==> config.mk <==
export PLATFORM = sky130hd
export DESIGN_NAME = nbc_cache_tl_top
export DESIGN_NICKNAME = d
export VERILOG_FILES = /design/src/design/nbc_pkg.sv /design/src/design/nbc_tag_mem.sv /design/src/design/nbc_tl_stage.sv /design/src/design/nbc_miss_fifo.sv /design/src/design/nbc_cache_tl_top.sv
export SDC_FILE = /design/constraint.sdc
export NUM_CORES = 1
export LEC_CHECK = 0
export BUFFER_PORTS_ARGS = -buffer_cell sky130_fd_sc_hd__buf_2
export CAP_MARGIN = 10
export CORE_MARGIN = 3
export CORE_UTILIZATION = 45
export CTS_BUF_LIST = sky130_fd_sc_hd__clkbuf_4 sky130_fd_sc_hd__clkbuf_8 sky130_fd_sc_hd__clkbuf_16
export DETAILED_ROUTE_END_ITERATION = 7
export SETUP_SLACK_MARGIN = 0.5
export SLEW_MARGIN = 20
export SYNTH_ARGS = -nofsm -noshare
export SYNTH_HDL_FRONTEND = slang
export SYNTH_SLANG_ARGS = --single-unit
==> constraint.sdc <==
create_clock -name clk_i -period 16.87 [get_ports clk_i]
set_input_delay 4.2175 -clock clk_i [delete_from_list [all_inputs] [get_ports clk_i]]
set_output_delay 4.2175 -clock clk_i [all_outputs]
set_load 0.05 [all_outputs]
==> src/design/nbc_pkg.sv <==
// non-blocking cache tag-lookup shared definitions
// fixed geometry, memory opcodes and the address word layout
package nbc_pkg;

  localparam int addr_width = 16;
  localparam int data_width = 32;
  localparam int id_width = 4;
  localparam int ways = 4;
  localparam int lg_ways = 2;
  localparam int sets = 16;
  localparam int lg_sets = 4;
  localparam int block_words = 4;
  localparam int lg_block_words = 2;
  localparam int byte_sel_width = 2;
  localparam int block_offset_width = byte_sel_width + lg_block_words;
  localparam int tag_width = addr_width - lg_sets - block_offset_width;

  // tag store data word, tag in the low bits
  localparam int tagst_valid_bit = 31;
  localparam int tagst_lock_bit = 30;

  typedef enum logic {
    tag_read,
    tag_store
  } tag_op_e;

  typedef enum logic {
    stat_set_lru,
    stat_set_lru_and_dirty
  } stat_op_e;

  typedef struct packed {
    logic [tag_width-1:0] tag;
    logic [lg_sets-1:0] index;
    logic [lg_block_words-1:0] word;
    logic [byte_sel_width-1:0] byte_sel;
  } addr_acc_s;

  // management ops put the way just above the index
  typedef struct packed {
    logic [tag_width-lg_ways-1:0] upper;
    logic [lg_ways-1:0] way;
    logic [lg_sets-1:0] index;
    logic [block_offset_width-1:0] offset;
  } addr_mgmt_s;

  typedef union packed {
    addr_acc_s acc;
    addr_mgmt_s mgmt;
  } nbc_addr_u;

endpackage

==> src/design/nbc_tag_mem.sv <==
`timescale 1ns/100ps
// tag, valid and lock storage for every way of each set
// a read returns the whole set one cycle later, a store writes one way
module nbc_tag_mem (
  input  logic clk_i,
  input  logic reset_i,
  input  logic v_i,
  input  nbc_pkg::tag_op_e opcode_i,
  input  logic [nbc_pkg::lg_sets-1:0] index_i,
  input  logic [nbc_pkg::lg_ways-1:0] way_i,
  input  logic [nbc_pkg::data_width-1:0] data_i,
  output logic [nbc_pkg::ways-1:0] valid_o,
  output logic [nbc_pkg::ways-1:0] lock_o,
  output logic [nbc_pkg::ways-1:0][nbc_pkg::tag_width-1:0] tag_o
);

  logic [nbc_pkg::ways-1:0] valid_r [nbc_pkg::sets];
  logic [nbc_pkg::ways-1:0] lock_r [nbc_pkg::sets];
  logic [nbc_pkg::ways-1:0][nbc_pkg::tag_width-1:0] tag_r [nbc_pkg::sets];

  logic rd_en;
  logic wr_en;

  assign rd_en = v_i & (opcode_i == nbc_pkg::tag_read);
  assign wr_en = v_i & (opcode_i == nbc_pkg::tag_store);

  always_ff @(posedge clk_i) begin
    if (reset_i) begin
      for (int s = 0; s < nbc_pkg::sets; s++) begin
        valid_r[s] <= '0;
      end
    end else if (wr_en) begin
      valid_r[index_i][way_i] <= data_i[nbc_pkg::tagst_valid_bit];
    end
  end

  always_ff @(posedge clk_i) begin
    if (wr_en) begin
      lock_r[index_i][way_i] <= data_i[nbc_pkg::tagst_lock_bit];
      tag_r[index_i][way_i] <= data_i[nbc_pkg::tag_width-1:0];
    end
  end

  // registered set read
  always_ff @(posedge clk_i) begin
    if (reset_i) begin
      valid_o <= '0;
    end else if (rd_en) begin
      valid_o <= valid_r[index_i];
    end
  end

  always_ff @(posedge clk_i) begin
    if (rd_en) begin
      lock_o <= lock_r[index_i];
      tag_o <= tag_r[index_i];
    end
  end

endmodule

==> src/design/nbc_tl_stage.sv <==
`timescale 1ns/100ps
// tag-lookup stage that holds one request, checks its set for a hit and
// sends it to the data/stat memories, the miss queue or the management path
module nbc_tl_stage (
  input  logic clk_i,
  input  logic reset_i,
  input  logic v_i,
  input  logic [nbc_pkg::id_width-1:0] id_i,
  input  logic [nbc_pkg::addr_width-1:0] addr_i,
  input  logic [nbc_pkg::data_width-1:0] data_i,
  input  logic ld_op_i,
  input  logic st_op_i,
  input  logic block_ld_op_i,
  input  logic mgmt_op_i,
  input  logic tagst_op_i,
  input  logic [nbc_pkg::byte_sel_width-1:0] size_op_i,
  output logic ready_o,
  output logic data_mem_pkt_v_o,
  output logic data_mem_write_not_read_o,
  output logic [nbc_pkg::byte_sel_width-1:0] data_mem_size_op_o,
  output logic [nbc_pkg::byte_sel_width-1:0] data_mem_byte_sel_o,
  output logic [nbc_pkg::lg_ways-1:0] data_mem_way_o,
  output logic [nbc_pkg::lg_sets+nbc_pkg::lg_block_words-1:0] data_mem_addr_o,
  output logic [nbc_pkg::data_width-1:0] data_mem_data_o,
  output logic stat_mem_pkt_v_o,
  output logic [nbc_pkg::lg_ways-1:0] stat_mem_way_o,
  output logic [nbc_pkg::lg_sets-1:0] stat_mem_index_o,
  output nbc_pkg::stat_op_e stat_mem_opcode_o,
  input  logic data_mem_ready_i,
  input  logic stat_mem_ready_i,
  output logic block_loading_o,
  output logic miss_v_o,
  output logic miss_write_not_read_o,
  output logic miss_block_load_o,
  output logic [nbc_pkg::byte_sel_width-1:0] miss_size_op_o,
  output logic [nbc_pkg::id_width-1:0] miss_id_o,
  output logic [nbc_pkg::addr_width-1:0] miss_addr_o,
  output logic [nbc_pkg::data_width-1:0] miss_data_o,
  input  logic miss_ready_i,
  output logic mgmt_v_o,
  output logic [nbc_pkg::ways-1:0] valid_tl_o,
  output logic [nbc_pkg::ways-1:0] lock_tl_o,
  output logic [nbc_pkg::ways-1:0][nbc_pkg::tag_width-1:0] tag_tl_o,
  output logic [nbc_pkg::lg_ways-1:0] tag_hit_way_o,
  output logic tag_hit_found_o,
  input  logic mgmt_yumi_i,
  input  logic mhu_tag_v_i,
  input  nbc_pkg::tag_op_e mhu_tag_opcode_i,
  input  logic [nbc_pkg::lg_sets-1:0] mhu_tag_index_i,
  input  logic [nbc_pkg::lg_ways-1:0] mhu_tag_way_i,
  input  logic [nbc_pkg::data_width-1:0] mhu_tag_data_i,
  input  logic mhu_idle_i,
  input  logic recover_i,
  input  logic evict_v_i,
  input  logic [nbc_pkg::addr_width-1:0] evict_addr_i
);

  nbc_pkg::nbc_addr_u addr_in;
  nbc_pkg::nbc_addr_u addr_tl_r;

  logic v_tl_r;
  logic v_tl_n;
  logic block_mode_r;
  logic block_mode_n;
  logic tl_we;
  logic ld_tl_r;
  logic st_tl_r;
  logic block_ld_tl_r;
  logic mgmt_tl_r;
  logic [nbc_pkg::byte_sel_width-1:0] size_tl_r;
  logic [nbc_pkg::id_width-1:0] id_tl_r;
  logic [nbc_pkg::data_width-1:0] data_tl_r;

  logic [nbc_pkg::lg_block_words-1:0] counter_r;
  logic counter_up;
  logic counter_clear;
  logic counter_max;

  logic tag_v;
  nbc_pkg::tag_op_e tag_op;
  logic [nbc_pkg::lg_sets-1:0] tag_index;
  logic [nbc_pkg::lg_ways-1:0] tag_way;
  logic [nbc_pkg::data_width-1:0] tag_data;
  logic [nbc_pkg::ways-1:0] valid_tl;
  logic [nbc_pkg::ways-1:0] lock_tl;
  logic [nbc_pkg::ways-1:0][nbc_pkg::tag_width-1:0] tag_tl;

  logic [nbc_pkg::lg_ways-1:0] tag_hit_way;
  logic tag_hit_found;
  logic [nbc_pkg::addr_width-1:0] block_addr_tl;
  logic miss_tl;
  logic ld_st_hit;
  logic block_ld_hit;
  logic ld_st_miss;
  logic mgmt_op_tl;
  logic ld_st_ready;
  logic take_lookup;
  logic block_done;

  assign addr_in = addr_i;

  always_ff @(posedge clk_i) begin
    if (reset_i) begin
      v_tl_r <= 1'b0;
      block_mode_r <= 1'b0;
      counter_r <= '0;
    end else begin
      v_tl_r <= v_tl_n;
      block_mode_r <= block_mode_n;
      if (counter_clear) begin
        counter_r <= '0;
      end else if (counter_up) begin
        counter_r <= counter_r + 1'b1;
      end
    end
  end

  always_ff @(posedge clk_i) begin
    if (tl_we) begin
      ld_tl_r <= ld_op_i;
      st_tl_r <= st_op_i;
      block_ld_tl_r <= block_ld_op_i;
      mgmt_tl_r <= mgmt_op_i;
      size_tl_r <= size_op_i;
      id_tl_r <= id_i;
      addr_tl_r <= addr_in;
      data_tl_r <= data_i;
    end
  end

  assign counter_max = counter_r == (nbc_pkg::block_words - 1);
  assign block_loading_o = block_mode_r;

  nbc_tag_mem i_tag_mem (
    .clk_i(clk_i),
    .reset_i(reset_i),
    .v_i(tag_v),
    .opcode_i(tag_op),
    .index_i(tag_index),
    .way_i(tag_way),
    .data_i(tag_data),
    .valid_o(valid_tl),
    .lock_o(lock_tl),
    .tag_o(tag_tl)
  );

  // lowest valid matching way wins
  always_comb begin
    tag_hit_way = '0;
    tag_hit_found = 1'b0;
    for (int i = nbc_pkg::ways - 1; i >= 0; i--) begin
      if (valid_tl[i] && (tag_tl[i] == addr_tl_r.acc.tag)) begin
        tag_hit_way = i[nbc_pkg::lg_ways-1:0];
        tag_hit_found = 1'b1;
      end
    end
  end

  // block being evicted counts as a miss
  assign block_addr_tl = {addr_tl_r.acc.tag, addr_tl_r.acc.index,
                          {nbc_pkg::block_offset_width{1'b0}}};
  assign miss_tl = ~tag_hit_found | (evict_v_i & (evict_addr_i == block_addr_tl));

  assign ld_st_hit = v_tl_r & (ld_tl_r | st_tl_r) & ~miss_tl;
  assign block_ld_hit = v_tl_r & block_ld_tl_r & ~miss_tl;
  assign ld_st_miss = v_tl_r & (ld_tl_r | st_tl_r | block_ld_tl_r) & miss_tl;
  assign mgmt_op_tl = v_tl_r & mgmt_tl_r;
  assign ld_st_ready = data_mem_ready_i & stat_mem_ready_i;
  assign take_lookup = v_i & ~mgmt_op_i;
  assign block_done = ld_st_ready & counter_max;

  assign data_mem_write_not_read_o = st_tl_r;
  assign data_mem_size_op_o = size_tl_r;
  assign data_mem_byte_sel_o = addr_tl_r.acc.byte_sel;
  assign data_mem_way_o = tag_hit_way;
  assign data_mem_addr_o = block_ld_tl_r
    ? {addr_tl_r.acc.index, counter_r}
    : {addr_tl_r.acc.index, addr_tl_r.acc.word};
  assign data_mem_data_o = data_tl_r;

  assign stat_mem_way_o = tag_hit_way;
  assign stat_mem_index_o = addr_tl_r.acc.index;
  assign stat_mem_opcode_o = st_tl_r ? nbc_pkg::stat_set_lru_and_dirty : nbc_pkg::stat_set_lru;

  assign miss_write_not_read_o = st_tl_r;
  assign miss_block_load_o = block_ld_tl_r;
  assign miss_size_op_o = size_tl_r;
  assign miss_id_o = id_tl_r;
  assign miss_addr_o = addr_tl_r;
  assign miss_data_o = data_tl_r;

  assign valid_tl_o = valid_tl;
  assign lock_tl_o = lock_tl;
  assign tag_tl_o = tag_tl;
  assign tag_hit_way_o = tag_hit_way;
  assign tag_hit_found_o = tag_hit_found;

  always_comb begin
    ready_o = 1'b0;
    data_mem_pkt_v_o = 1'b0;
    stat_mem_pkt_v_o = 1'b0;
    miss_v_o = 1'b0;
    mgmt_v_o = 1'b0;
    v_tl_n = v_tl_r;
    tl_we = 1'b0;
    block_mode_n = block_mode_r;
    counter_up = 1'b0;
    counter_clear = 1'b0;
    if (recover_i | mhu_tag_v_i) begin
      // stall while the miss handler owns the tag memory
      ready_o = 1'b0;
    end else if (ld_st_hit) begin
      data_mem_pkt_v_o = ld_st_ready;
      stat_mem_pkt_v_o = ld_st_ready;
      ready_o = ld_st_ready & ~(v_i & mgmt_op_i);
      v_tl_n = ld_st_ready ? take_lookup : v_tl_r;
      tl_we = ld_st_ready & take_lookup;
    end else if (ld_st_miss) begin
      miss_v_o = 1'b1;
      ready_o = miss_ready_i & ~(v_i & mgmt_op_i);
      v_tl_n = miss_ready_i ? take_lookup : v_tl_r;
      tl_we = miss_ready_i & take_lookup;
    end else if (block_ld_hit) begin
      data_mem_pkt_v_o = ld_st_ready;
      stat_mem_pkt_v_o = ld_st_ready;
      ready_o = block_done & ~(v_i & mgmt_op_i);
      v_tl_n = block_done ? take_lookup : v_tl_r;
      tl_we = block_done & take_lookup;
      counter_up = ld_st_ready & ~counter_max;
      counter_clear = block_done;
      block_mode_n = ld_st_ready ? ~counter_max : block_mode_r;
    end else if (mgmt_op_tl) begin
      mgmt_v_o = 1'b1;
      ready_o = mgmt_yumi_i & (~mgmt_op_i | mhu_idle_i);
      v_tl_n = mgmt_yumi_i ? (v_i & ready_o) : v_tl_r;
      tl_we = v_i & ready_o;
    end else begin
      // management waits here for an idle miss handler
      ready_o = ~mgmt_op_i | mhu_idle_i;
      v_tl_n = v_i & ready_o;
      tl_we = v_i & ready_o;
    end
  end

  // tag memory source by priority of recover, miss handler and new request
  always_comb begin
    tag_v = tl_we;
    tag_op = (mgmt_op_i & tagst_op_i) ? nbc_pkg::tag_store : nbc_pkg::tag_read;
    tag_index = addr_in.mgmt.index;
    tag_way = addr_in.mgmt.way;
    tag_data = data_i;
    if (recover_i) begin
      tag_v = 1'b1;
      tag_op = nbc_pkg::tag_read;
      tag_index = addr_tl_r.acc.index;
    end else if (mhu_tag_v_i) begin
      tag_v = 1'b1;
      tag_op = mhu_tag_opcode_i;
      tag_index = mhu_tag_index_i;
      tag_way = mhu_tag_way_i;
      tag_data = mhu_tag_data_i;
    end
  end

endmodule

==> src/design/nbc_miss_fifo.sv <==
`timescale 1ns/100ps
// four-entry queue of missed requests for the miss handler
module nbc_miss_fifo (
  input  logic clk_i,
  input  logic reset_i,
  input  logic v_i,
  input  logic write_not_read_i,
  input  logic block_load_i,
  input  logic [nbc_pkg::byte_sel_width-1:0] size_op_i,
  input  logic [nbc_pkg::id_width-1:0] id_i,
  input  logic [nbc_pkg::addr_width-1:0] addr_i,
  input  logic [nbc_pkg::data_width-1:0] data_i,
  input  logic yumi_i,
  output logic ready_o,
  output logic v_o,
  output logic write_not_read_o,
  output logic block_load_o,
  output logic [nbc_pkg::byte_sel_width-1:0] size_op_o,
  output logic [nbc_pkg::id_width-1:0] id_o,
  output logic [nbc_pkg::addr_width-1:0] addr_o,
  output logic [nbc_pkg::data_width-1:0] data_o
);

  logic wnr_mem [4];
  logic block_load_mem [4];
  logic [nbc_pkg::byte_sel_width-1:0] size_op_mem [4];
  logic [nbc_pkg::id_width-1:0] id_mem [4];
  logic [nbc_pkg::addr_width-1:0] addr_mem [4];
  logic [nbc_pkg::data_width-1:0] data_mem [4];

  logic [1:0] wr_ptr_r;
  logic [1:0] rd_ptr_r;
  logic [2:0] count_r;
  logic wr_en;
  logic rd_en;

  assign ready_o = count_r != 3'd4;
  assign v_o = count_r != 3'd0;
  assign wr_en = v_i & ready_o;
  assign rd_en = yumi_i & v_o;

  always_ff @(posedge clk_i) begin
    if (reset_i) begin
      wr_ptr_r <= '0;
      rd_ptr_r <= '0;
      count_r <= '0;
    end else begin
      wr_ptr_r <= wr_ptr_r + {1'b0, wr_en};
      rd_ptr_r <= rd_ptr_r + {1'b0, rd_en};
      count_r <= count_r + {2'b0, wr_en} - {2'b0, rd_en};
    end
  end

  always_ff @(posedge clk_i) begin
    if (wr_en) begin
      wnr_mem[wr_ptr_r] <= write_not_read_i;
      block_load_mem[wr_ptr_r] <= block_load_i;
      size_op_mem[wr_ptr_r] <= size_op_i;
      id_mem[wr_ptr_r] <= id_i;
      addr_mem[wr_ptr_r] <= addr_i;
      data_mem[wr_ptr_r] <= data_i;
    end
  end

  // head of queue
  assign write_not_read_o = wnr_mem[rd_ptr_r];
  assign block_load_o = block_load_mem[rd_ptr_r];
  assign size_op_o = size_op_mem[rd_ptr_r];
  assign id_o = id_mem[rd_ptr_r];
  assign addr_o = addr_mem[rd_ptr_r];
  assign data_o = data_mem[rd_ptr_r];

endmodule

==> src/design/nbc_cache_tl_top.sv <==
`timescale 1ns/100ps
// cache tag-lookup front end with its miss queue
module nbc_cache_tl_top (
  input  logic clk_i,
  input  logic reset_i,
  input  logic v_i,
  input  logic [nbc_pkg::id_width-1:0] id_i,
  input  logic [nbc_pkg::addr_width-1:0] addr_i,
  input  logic [nbc_pkg::data_width-1:0] data_i,
  input  logic ld_op_i,
  input  logic st_op_i,
  input  logic block_ld_op_i,
  input  logic mgmt_op_i,
  input  logic tagst_op_i,
  input  logic [nbc_pkg::byte_sel_width-1:0] size_op_i,
  output logic ready_o,
  output logic data_mem_pkt_v_o,
  output logic data_mem_write_not_read_o,
  output logic [nbc_pkg::byte_sel_width-1:0] data_mem_size_op_o,
  output logic [nbc_pkg::byte_sel_width-1:0] data_mem_byte_sel_o,
  output logic [nbc_pkg::lg_ways-1:0] data_mem_way_o,
  output logic [nbc_pkg::lg_sets+nbc_pkg::lg_block_words-1:0] data_mem_addr_o,
  output logic [nbc_pkg::data_width-1:0] data_mem_data_o,
  output logic stat_mem_pkt_v_o,
  output logic [nbc_pkg::lg_ways-1:0] stat_mem_way_o,
  output logic [nbc_pkg::lg_sets-1:0] stat_mem_index_o,
  output nbc_pkg::stat_op_e stat_mem_opcode_o,
  input  logic data_mem_ready_i,
  input  logic stat_mem_ready_i,
  output logic block_loading_o,
  output logic miss_v_o,
  output logic miss_write_not_read_o,
  output logic miss_block_load_o,
  output logic [nbc_pkg::byte_sel_width-1:0] miss_size_op_o,
  output logic [nbc_pkg::id_width-1:0] miss_id_o,
  output logic [nbc_pkg::addr_width-1:0] miss_addr_o,
  output logic [nbc_pkg::data_width-1:0] miss_data_o,
  input  logic miss_yumi_i,
  output logic mgmt_v_o,
  output logic [nbc_pkg::ways-1:0] valid_tl_o,
  output logic [nbc_pkg::ways-1:0] lock_tl_o,
  output logic [nbc_pkg::ways-1:0][nbc_pkg::tag_width-1:0] tag_tl_o,
  output logic [nbc_pkg::lg_ways-1:0] tag_hit_way_o,
  output logic tag_hit_found_o,
  input  logic mgmt_yumi_i,
  input  logic mhu_tag_v_i,
  input  nbc_pkg::tag_op_e mhu_tag_opcode_i,
  input  logic [nbc_pkg::lg_sets-1:0] mhu_tag_index_i,
  input  logic [nbc_pkg::lg_ways-1:0] mhu_tag_way_i,
  input  logic [nbc_pkg::data_width-1:0] mhu_tag_data_i,
  input  logic mhu_idle_i,
  input  logic recover_i,
  input  logic evict_v_i,
  input  logic [nbc_pkg::addr_width-1:0] evict_addr_i
);

  // stage to queue
  logic tl_miss_v;
  logic tl_miss_ready;
  logic tl_miss_write_not_read;
  logic tl_miss_block_load;
  logic [nbc_pkg::byte_sel_width-1:0] tl_miss_size_op;
  logic [nbc_pkg::id_width-1:0] tl_miss_id;
  logic [nbc_pkg::addr_width-1:0] tl_miss_addr;
  logic [nbc_pkg::data_width-1:0] tl_miss_data;

  nbc_tl_stage i_tl_stage (
    .*,
    .miss_v_o(tl_miss_v),
    .miss_write_not_read_o(tl_miss_write_not_read),
    .miss_block_load_o(tl_miss_block_load),
    .miss_size_op_o(tl_miss_size_op),
    .miss_id_o(tl_miss_id),
    .miss_addr_o(tl_miss_addr),
    .miss_data_o(tl_miss_data),
    .miss_ready_i(tl_miss_ready)
  );

  nbc_miss_fifo i_miss_fifo (
    .clk_i(clk_i),
    .reset_i(reset_i),
    .v_i(tl_miss_v),
    .write_not_read_i(tl_miss_write_not_read),
    .block_load_i(tl_miss_block_load),
    .size_op_i(tl_miss_size_op),
    .id_i(tl_miss_id),
    .addr_i(tl_miss_addr),
    .data_i(tl_miss_data),
    .yumi_i(miss_yumi_i),
    .ready_o(tl_miss_ready),
    .v_o(miss_v_o),
    .write_not_read_o(miss_write_not_read_o),
    .block_load_o(miss_block_load_o),
    .size_op_o(miss_size_op_o),
    .id_o(miss_id_o),
    .addr_o(miss_addr_o),
    .data_o(miss_data_o)
  );

endmodule

==> results of run 1 <==
==> state kept, by name, summed over array words and instances (netlist names), 16 cells and up <==
signal                        cells
i_miss_fifo.addr_mem             64
i_miss_fifo.data_mem            128
i_miss_fifo.id_mem               16
i_tl_stage.data_mem_data_o       32
i_tl_stage.i_tag_mem.lock_r      64
i_tl_stage.i_tag_mem.tag_o       32
i_tl_stage.i_tag_mem.tag_r      512
i_tl_stage.i_tag_mem.valid_r     64
i_tl_stage.miss_addr_o           16
==> final timing paths <==
path / to / startpoint / slack, ps / depth (start not counted)
setup reg to reg: i_tl_stage.i_tag_mem.tag_r[7][29] / i_tl_stage.miss_addr_o[10] / 12160 / 9
hold reg to reg: i_miss_fifo.id_mem[3][3] / i_tl_stage.miss_id_o[3] / 500 / 0
hold / removal: i_miss_fifo.id_mem[3][3] / i_tl_stage.miss_id_o[3] / 500 / 0
setup / recovery: ready_o / evict_addr_i[1] / 6420 / 9
==> cells in the final DEF, fill, tap and decap left out, drive strengths merged, types with 37 or more instances in the layout <==
cell type,instances
nand2,44
mux4,216
a211oi,38
a21oi,45
clkinv,37
mux2i,43
buf,289
nor2,152
o21bai,64
edfxtp,958
xnor2,47
nor2b,49
clkbuf,131
==> cell families after synthesis <==
family | after synthesis | share of synthesized area [%]
flip-flops | 973 | 75.4
buffers and inverters | 142 | 1.95
multiplexers | 274 | 14.2
adder cells (fa/ha/maj) | 6 | 0.214
XOR/XNOR | 48 | 1.09
AO/OA/AOI/OAI | 183 | 3.38
AND/OR/NAND/NOR | 303 | 3.76
==> layer usage <==
| layer | GRT usage, % | vias to the layer above | wire length (um) |
|---|---|---|---|
| met2 | 31.6 | 735 | 42600 |
| met3 | 3.77 | 127 | 6580 |
| li1 | - | 8308 | - |
| met1 | 28.8 | 10010 | 37600 |
| met5 | 0 | - | 12 |
| met4 | 4.57 | 2 | 1670 |
==> worst max-delay path: stages <==
cell and delay [ps]:
buf_2 100, nor4_1 270, nand4_1 190, nor4_4 450, inv_2 170, o2111ai_1 180, a21oi_1 110, o31ai_1 210
buf_2 330
==> power by group through the flow <==
| stage | logic [mW] | registers (mW) | clock network (mW) |
|---|---|---|---|
| 2_1_floorplan | 0.506 | 2.83 | 0 |
| 3_3_place_gp | 0.729 | 2.81 | 0 |
| 3_5_place_dp | 0.735 | 2.81 | 0 |
| 4_1_cts | 0.736 | 2.76 | 2.21 |
| 5_1_grt | 0.765 | 2.76 | 2.31 |
| 6_report | 0.724 | 2.76 | 2.16 |
==> area by class of cell <==
class / count / area [um^2] / share of cell area, %
clock buffers: 131 / 2790 / 6.32
clock inverters: 49 / 445 / 1.01
inverters: 12 / 45.0 / 0.102
multi-input cells: 814 / 8840 / 20.0
flip-flops and latches: 973 / 29100 / 65.9
well taps: 1134 / 1420 / 3.21
repair buffers: 289 / 1530 / 3.48
==> impl_results.md, run 1 <==
- Via count: 19.2k
- Final core occ: 52.4%
- Async set or reset register ratio after synthesis: 0%
- CTS sink cnt: 973
- RSZ-0062 raised after global routing: no
- GPL Wtd Cong: 0.825
- N_diodes: 0
- Net Sw Power: 1.43 mW
- CTS tree: done
- Pre-CTS setup slack: 6340 ps
- Headroom to the max-slew limit: 21.4%
- Synth area leader: edfxtp_1
- Endpoint class of the critical path: output pin
- Syn Nets: 2,060
- Hold Path Class: flip-flop to flip-flop
- Hold Vio Cnt, Final: 0
- Int Pwr: 4.21 mW
- Slew at the pin closest to its max-slew limit: 1180 ps
- Std cell rows: 106
- Max-Cap Viols: 0
- Final setup violation count: 0
- Final instance count without filler cells: 3,402
- Via density: 5.64
- Slew Viols, Final: 0
- CP Max Fanout: 6
- Total power: 5.64 mW
- DP HPWL: 53,000 um
- Cell area after synthesis: 0.0386 mm^2
- Post-Route Setup TNS: 0 ps
- PostCTS Resize Cnt: 0
- First-pass GRT wire length: 131,000 um
- Antenna violations before repair: 7
- Num CTS Buffers: 101
- Min Tclk post-route: 10,450 ps
- Yosys synthesis warning count: 0
- Routed len/inst: 26.0 um
- Fillcell total: 6,661
- Worst setup SP type: input pin
- Seq/Total Area, Yosys: 75.4%
- Register bit count reported by yosys: 973
- Reg power frac: 48.9%
- Fmax: 95.7 MHz
- Final hold slack: 496 ps
- Switching share of total power: 25.3%
- DRC Markers: 0
- PortBufs: 259
- Final ANT Viol Nets: 0
- Req. time, crit path: 12,650 ps
- Remaining Overflow, GRT: 0
- WP data arrival: 6230 ps
- Core Area: 0.0842 mm^2
- Post-route cell area: 0.0441 mm^2
- Share of cells above drive strength 1: 31.3%
- Post-CTS Setup Inserts: 0
- Bufs on Longest Clock Path: 3
- Clk_lat worst skew: 670 ps
- Clk network pwr share: 38.3%
- Yosys cell types: 55
- Largest net degree at the start of global routing: 114
- Post-Place Cell Area: 0.0409 mm^2
- EDFF count, synth: 958
- CTS H-tree depth: 3
- Primary FF master, synth: edfxtp_1
- Router iterations before antenna repair: 5
- Die width: 299 um
- Power Dens Cells: 128 mW/mm^2
- Hold Buf Count CTS: 0
- Syn-to-layout area delta: 14.5%
- Vias in the first global route: 19.4k
- Mapped Avg Cell Area: 20.0 um^2
- Clock slew at reported path FFs: 60 ps
- Die Y: 299 um
- Setup Skew: 24.1 ps
- Setup slack after layout: 6420 ps
- IO Pins: 282
- Top-count cell post-synth: edfxtp_1
- DP Cell Count: 3,222
- Root buf cell: clkbuf_16
- Crit path kind: input pin to output pin
- Syn Inst Count: 1,929
- 1st-iter DRT viols: 1,717
- Status: complete, no violations
- Area contributors post-synth: edfxtp_1, mux4_2, nor2_1
- Combinational power share: 12.8%
- Final wirelength: 88,500 um
- Starting Density: 45.8%
- Tcrit/Tclk final: 61.9%
- Yosys top cell area share: 74.6%
- Die ar.: 0.0892 mm^2
- Most frequent cells after synthesis: edfxtp_1, mux4_2, nor2_1, o21bai_1, nor2b_1
- Total GRT Usage: 19.9%
- Maximum VDD drop: 0.000127 V
- Nets: 2,322
- Leak: 14.2 nW
Power figures use the tool's default switching activity.
==> run 2, diff against run 1 <==
==> constraint.sdc (replaced) <==
create_clock -name clk_i -period 9.1 [get_ports clk_i]
set_input_delay 2.275 -clock clk_i [delete_from_list [all_inputs] [get_ports clk_i]]
set_output_delay 2.275 -clock clk_i [all_outputs]
set_load 0.05 [all_outputs]
==> run 2 against run 1 <==
  * Core utilization increased by 0.46 points
  * Cell area grew 0.88%
  * Largest cell class unchanged
  * First-iteration DRC count increased by 8.3%
  * Setup slack worse by 4200 ps
  * Flip-flop and latch count did not move
  * Non-clock buffer count unchanged
==> impl_results.md, run 2 (same netlist as run 1, synthesis figures left out) <==
- Status: complete, no violations
- WP data arrival: 4560 ps
- CTS sink cnt: 973
- Min Tclk post-route: 6840 ps
- Crit path kind: input pin to output pin
- Most frequent cells in the layout: edfxtp_1, buf_2, mux4_2
- Die ar.: 0.0892 mm^2
- Hold endpoint: i_miss_fifo.id_mem[0][3]
- GPL Wtd Cong: 0.847
- Max-Cap Viols: 0
- Hold Buf Count CTS: 0
- Post-CTS Setup Inserts: 0
- Share of cells above drive strength 1: 31.7%
- Post-Place Cell Area: 0.0409 mm^2
- Slew Viols, Final: 0
- Hold Path Class: flip-flop to flip-flop
- Final instance count without filler cells: 3,407
- Clk_lat worst skew: 660 ps
- HP Start: i_tl_stage.miss_id_o[3]
- Bufs on Longest Clock Path: 3
- Nets: 2,322
- Slowest-stage cell, CP: nor4_4
- Leak: 14.3 nW
- Post-Route Setup TNS: 0 ps
- Register-to-register setup slack: 4400 ps
- R2R Path End: i_tl_stage.i_tag_mem.lock_r[15][3]
- Antenna violations before repair: 7
- Worst setup SP type: input pin
- DP HPWL: 53,900 um
- Hold Crit Depth: 0
- Router iterations before antenna repair: 5
- Final setup violation count: 0
- Largest stage delay, worst path: 480 ps
- Total GRT Usage: 20.2%
- Via count: 19.4k
- CP Max Fanout: 6
- Die width: 299 um
- Syn-to-layout area delta: 15.5%
- Power Dens Cells: 245 mW/mm^2
- Starting Density: 45.8%
- Num CTS Buffers: 101
- Largest delay contributor family on the critical path: simple AND/OR/NAND/NOR gates
- Largest regs: i_tl_stage.i_tag_mem.tag_r (512), i_miss_fifo.data_mem (128)
- Hold Vio Cnt, Final: 0
- PostCTS Resize Cnt: 0
- Total power: 10.9 mW
- Vias in the first global route: 19.9k
- Root buf cell: clkbuf_16
- Std cell rows: 106
- CTS tree: done
- IO Pins: 282
- Setup Skew: 28.2 ps
- Req. time, crit path: 6830 ps
- Final ANT Viol Nets: 0
- Largest net degree at the start of global routing: 90
- Buf/Inv on CP: 3
- Endpoint class of the critical path: output pin
- Fillcell total: 6,652
- Via density: 5.70
- Headroom to the max-slew limit: 27.8%
- Reg2Reg Depth: 7
- 1st-iter DRT viols: 1,860
- Fmax: 146 MHz
- Slew at the pin closest to its max-slew limit: 1080 ps
- Maximum VDD drop: 0.000178 V
- RSZ-0062 raised after global routing: no
- Post-route cell area: 0.0445 mm^2
- First-pass GRT wire length: 133,000 um
- DP Cell Count: 3,222
- CTS H-tree depth: 3
- PortBufs: 259
- Routed len/inst: 26.5 um
- Reg2reg start: i_tl_stage.miss_addr_o[14]
- Core Area: 0.0842 mm^2
- Crit-path cells: buf_2 -> nor4_1 -> nand4_1 -> nor4_4 -> inv_2 -> o2111ai_1 -> a21oi_1 -> o31ai_1 -> buf_2
- Tcrit/Tclk final: 75.1%
- DRC Markers: 0
- Die Y: 299 um
- Max reg flops: 512
- Remaining Overflow, GRT: 0
- Final wirelength: 90,200 um
- Biggest register: i_tl_stage.i_tag_mem.tag_r
- Critical Path Most Common Cell: buf_2
- Most common cell after layout, fill and taps aside: edfxtp_1
- Clock slew at reported path FFs: 60 ps
run 2: changes by cell type in the layout (fill, tap and decap cells not counted), moves of 2 or more:
cell	change
diode_2	+2
clkinv_2	+3
bufinv_16	+14
clkinv_1	-8
inv_6	-2
clkbuf_4	-9
clkinv_4	-2
clkinvlp_4	+5
run 2: area by class of cell:
cell class,count,area [um^2],share of cell area (%)
diodes,2,5.00,0.0112
clock buffers,124,2760,6.20
clock inverters,59,857,1.92
inverters,12,45.0,0.101
multi-input cells,814,8840,19.8
flip-flops and latches,973,29100,65.3
well taps,1134,1420,3.19
repair buffers,289,1530,3.44
run 2: routing by layer:
layer	up-vias	global-route usage, %	share of wire, %
met1	10191	29.0	42
met3	135	3.64	7.5
li1	8323	-	-
met4	2	5.32	2.3
met5	-	0	0.014
met2	784	32.2	48
run 2: how the worst max path moves through the flow:
stage                         start                    endpoint  slack, ps  depth (start not counted)
CTS                 evict_addr_i[1]                     ready_o       2240                          9
global route        evict_addr_i[1]                     ready_o       2060                          9
global placement    evict_addr_i[1]                     ready_o       2460                          9
detailed placement  evict_addr_i[1]                     ready_o       2330                          9
finish              evict_addr_i[1]                     ready_o       2260                          9
floorplan           evict_addr_i[1]  i_miss_fifo.addr_mem[1][0]        940                          6
run 2: metrics by stage:
stage          worst slack, ps  util [%]  hold slack (ps)
6_report                  2260      52.9              497
5_1_grt                   2060      52.9              508
4_1_cts                   2240      52.9              499
3_5_place_dp              2330      48.6              487
3_3_place_gp              2460      48.6              467
2_1_floorplan              938         -              454
run 2: power breakdown:
| part | total, mW | switching (mW) | leakage [nW] | internal, mW |
|---|---|---|---|---|
| sequential | 5.10 | 0.0889 | 8.85 | 5.01 |
| combinational | 1.35 | 0.906 | 3.68 | 0.446 |
| clock | 4.44 | 1.69 | 1.78 | 2.75 |
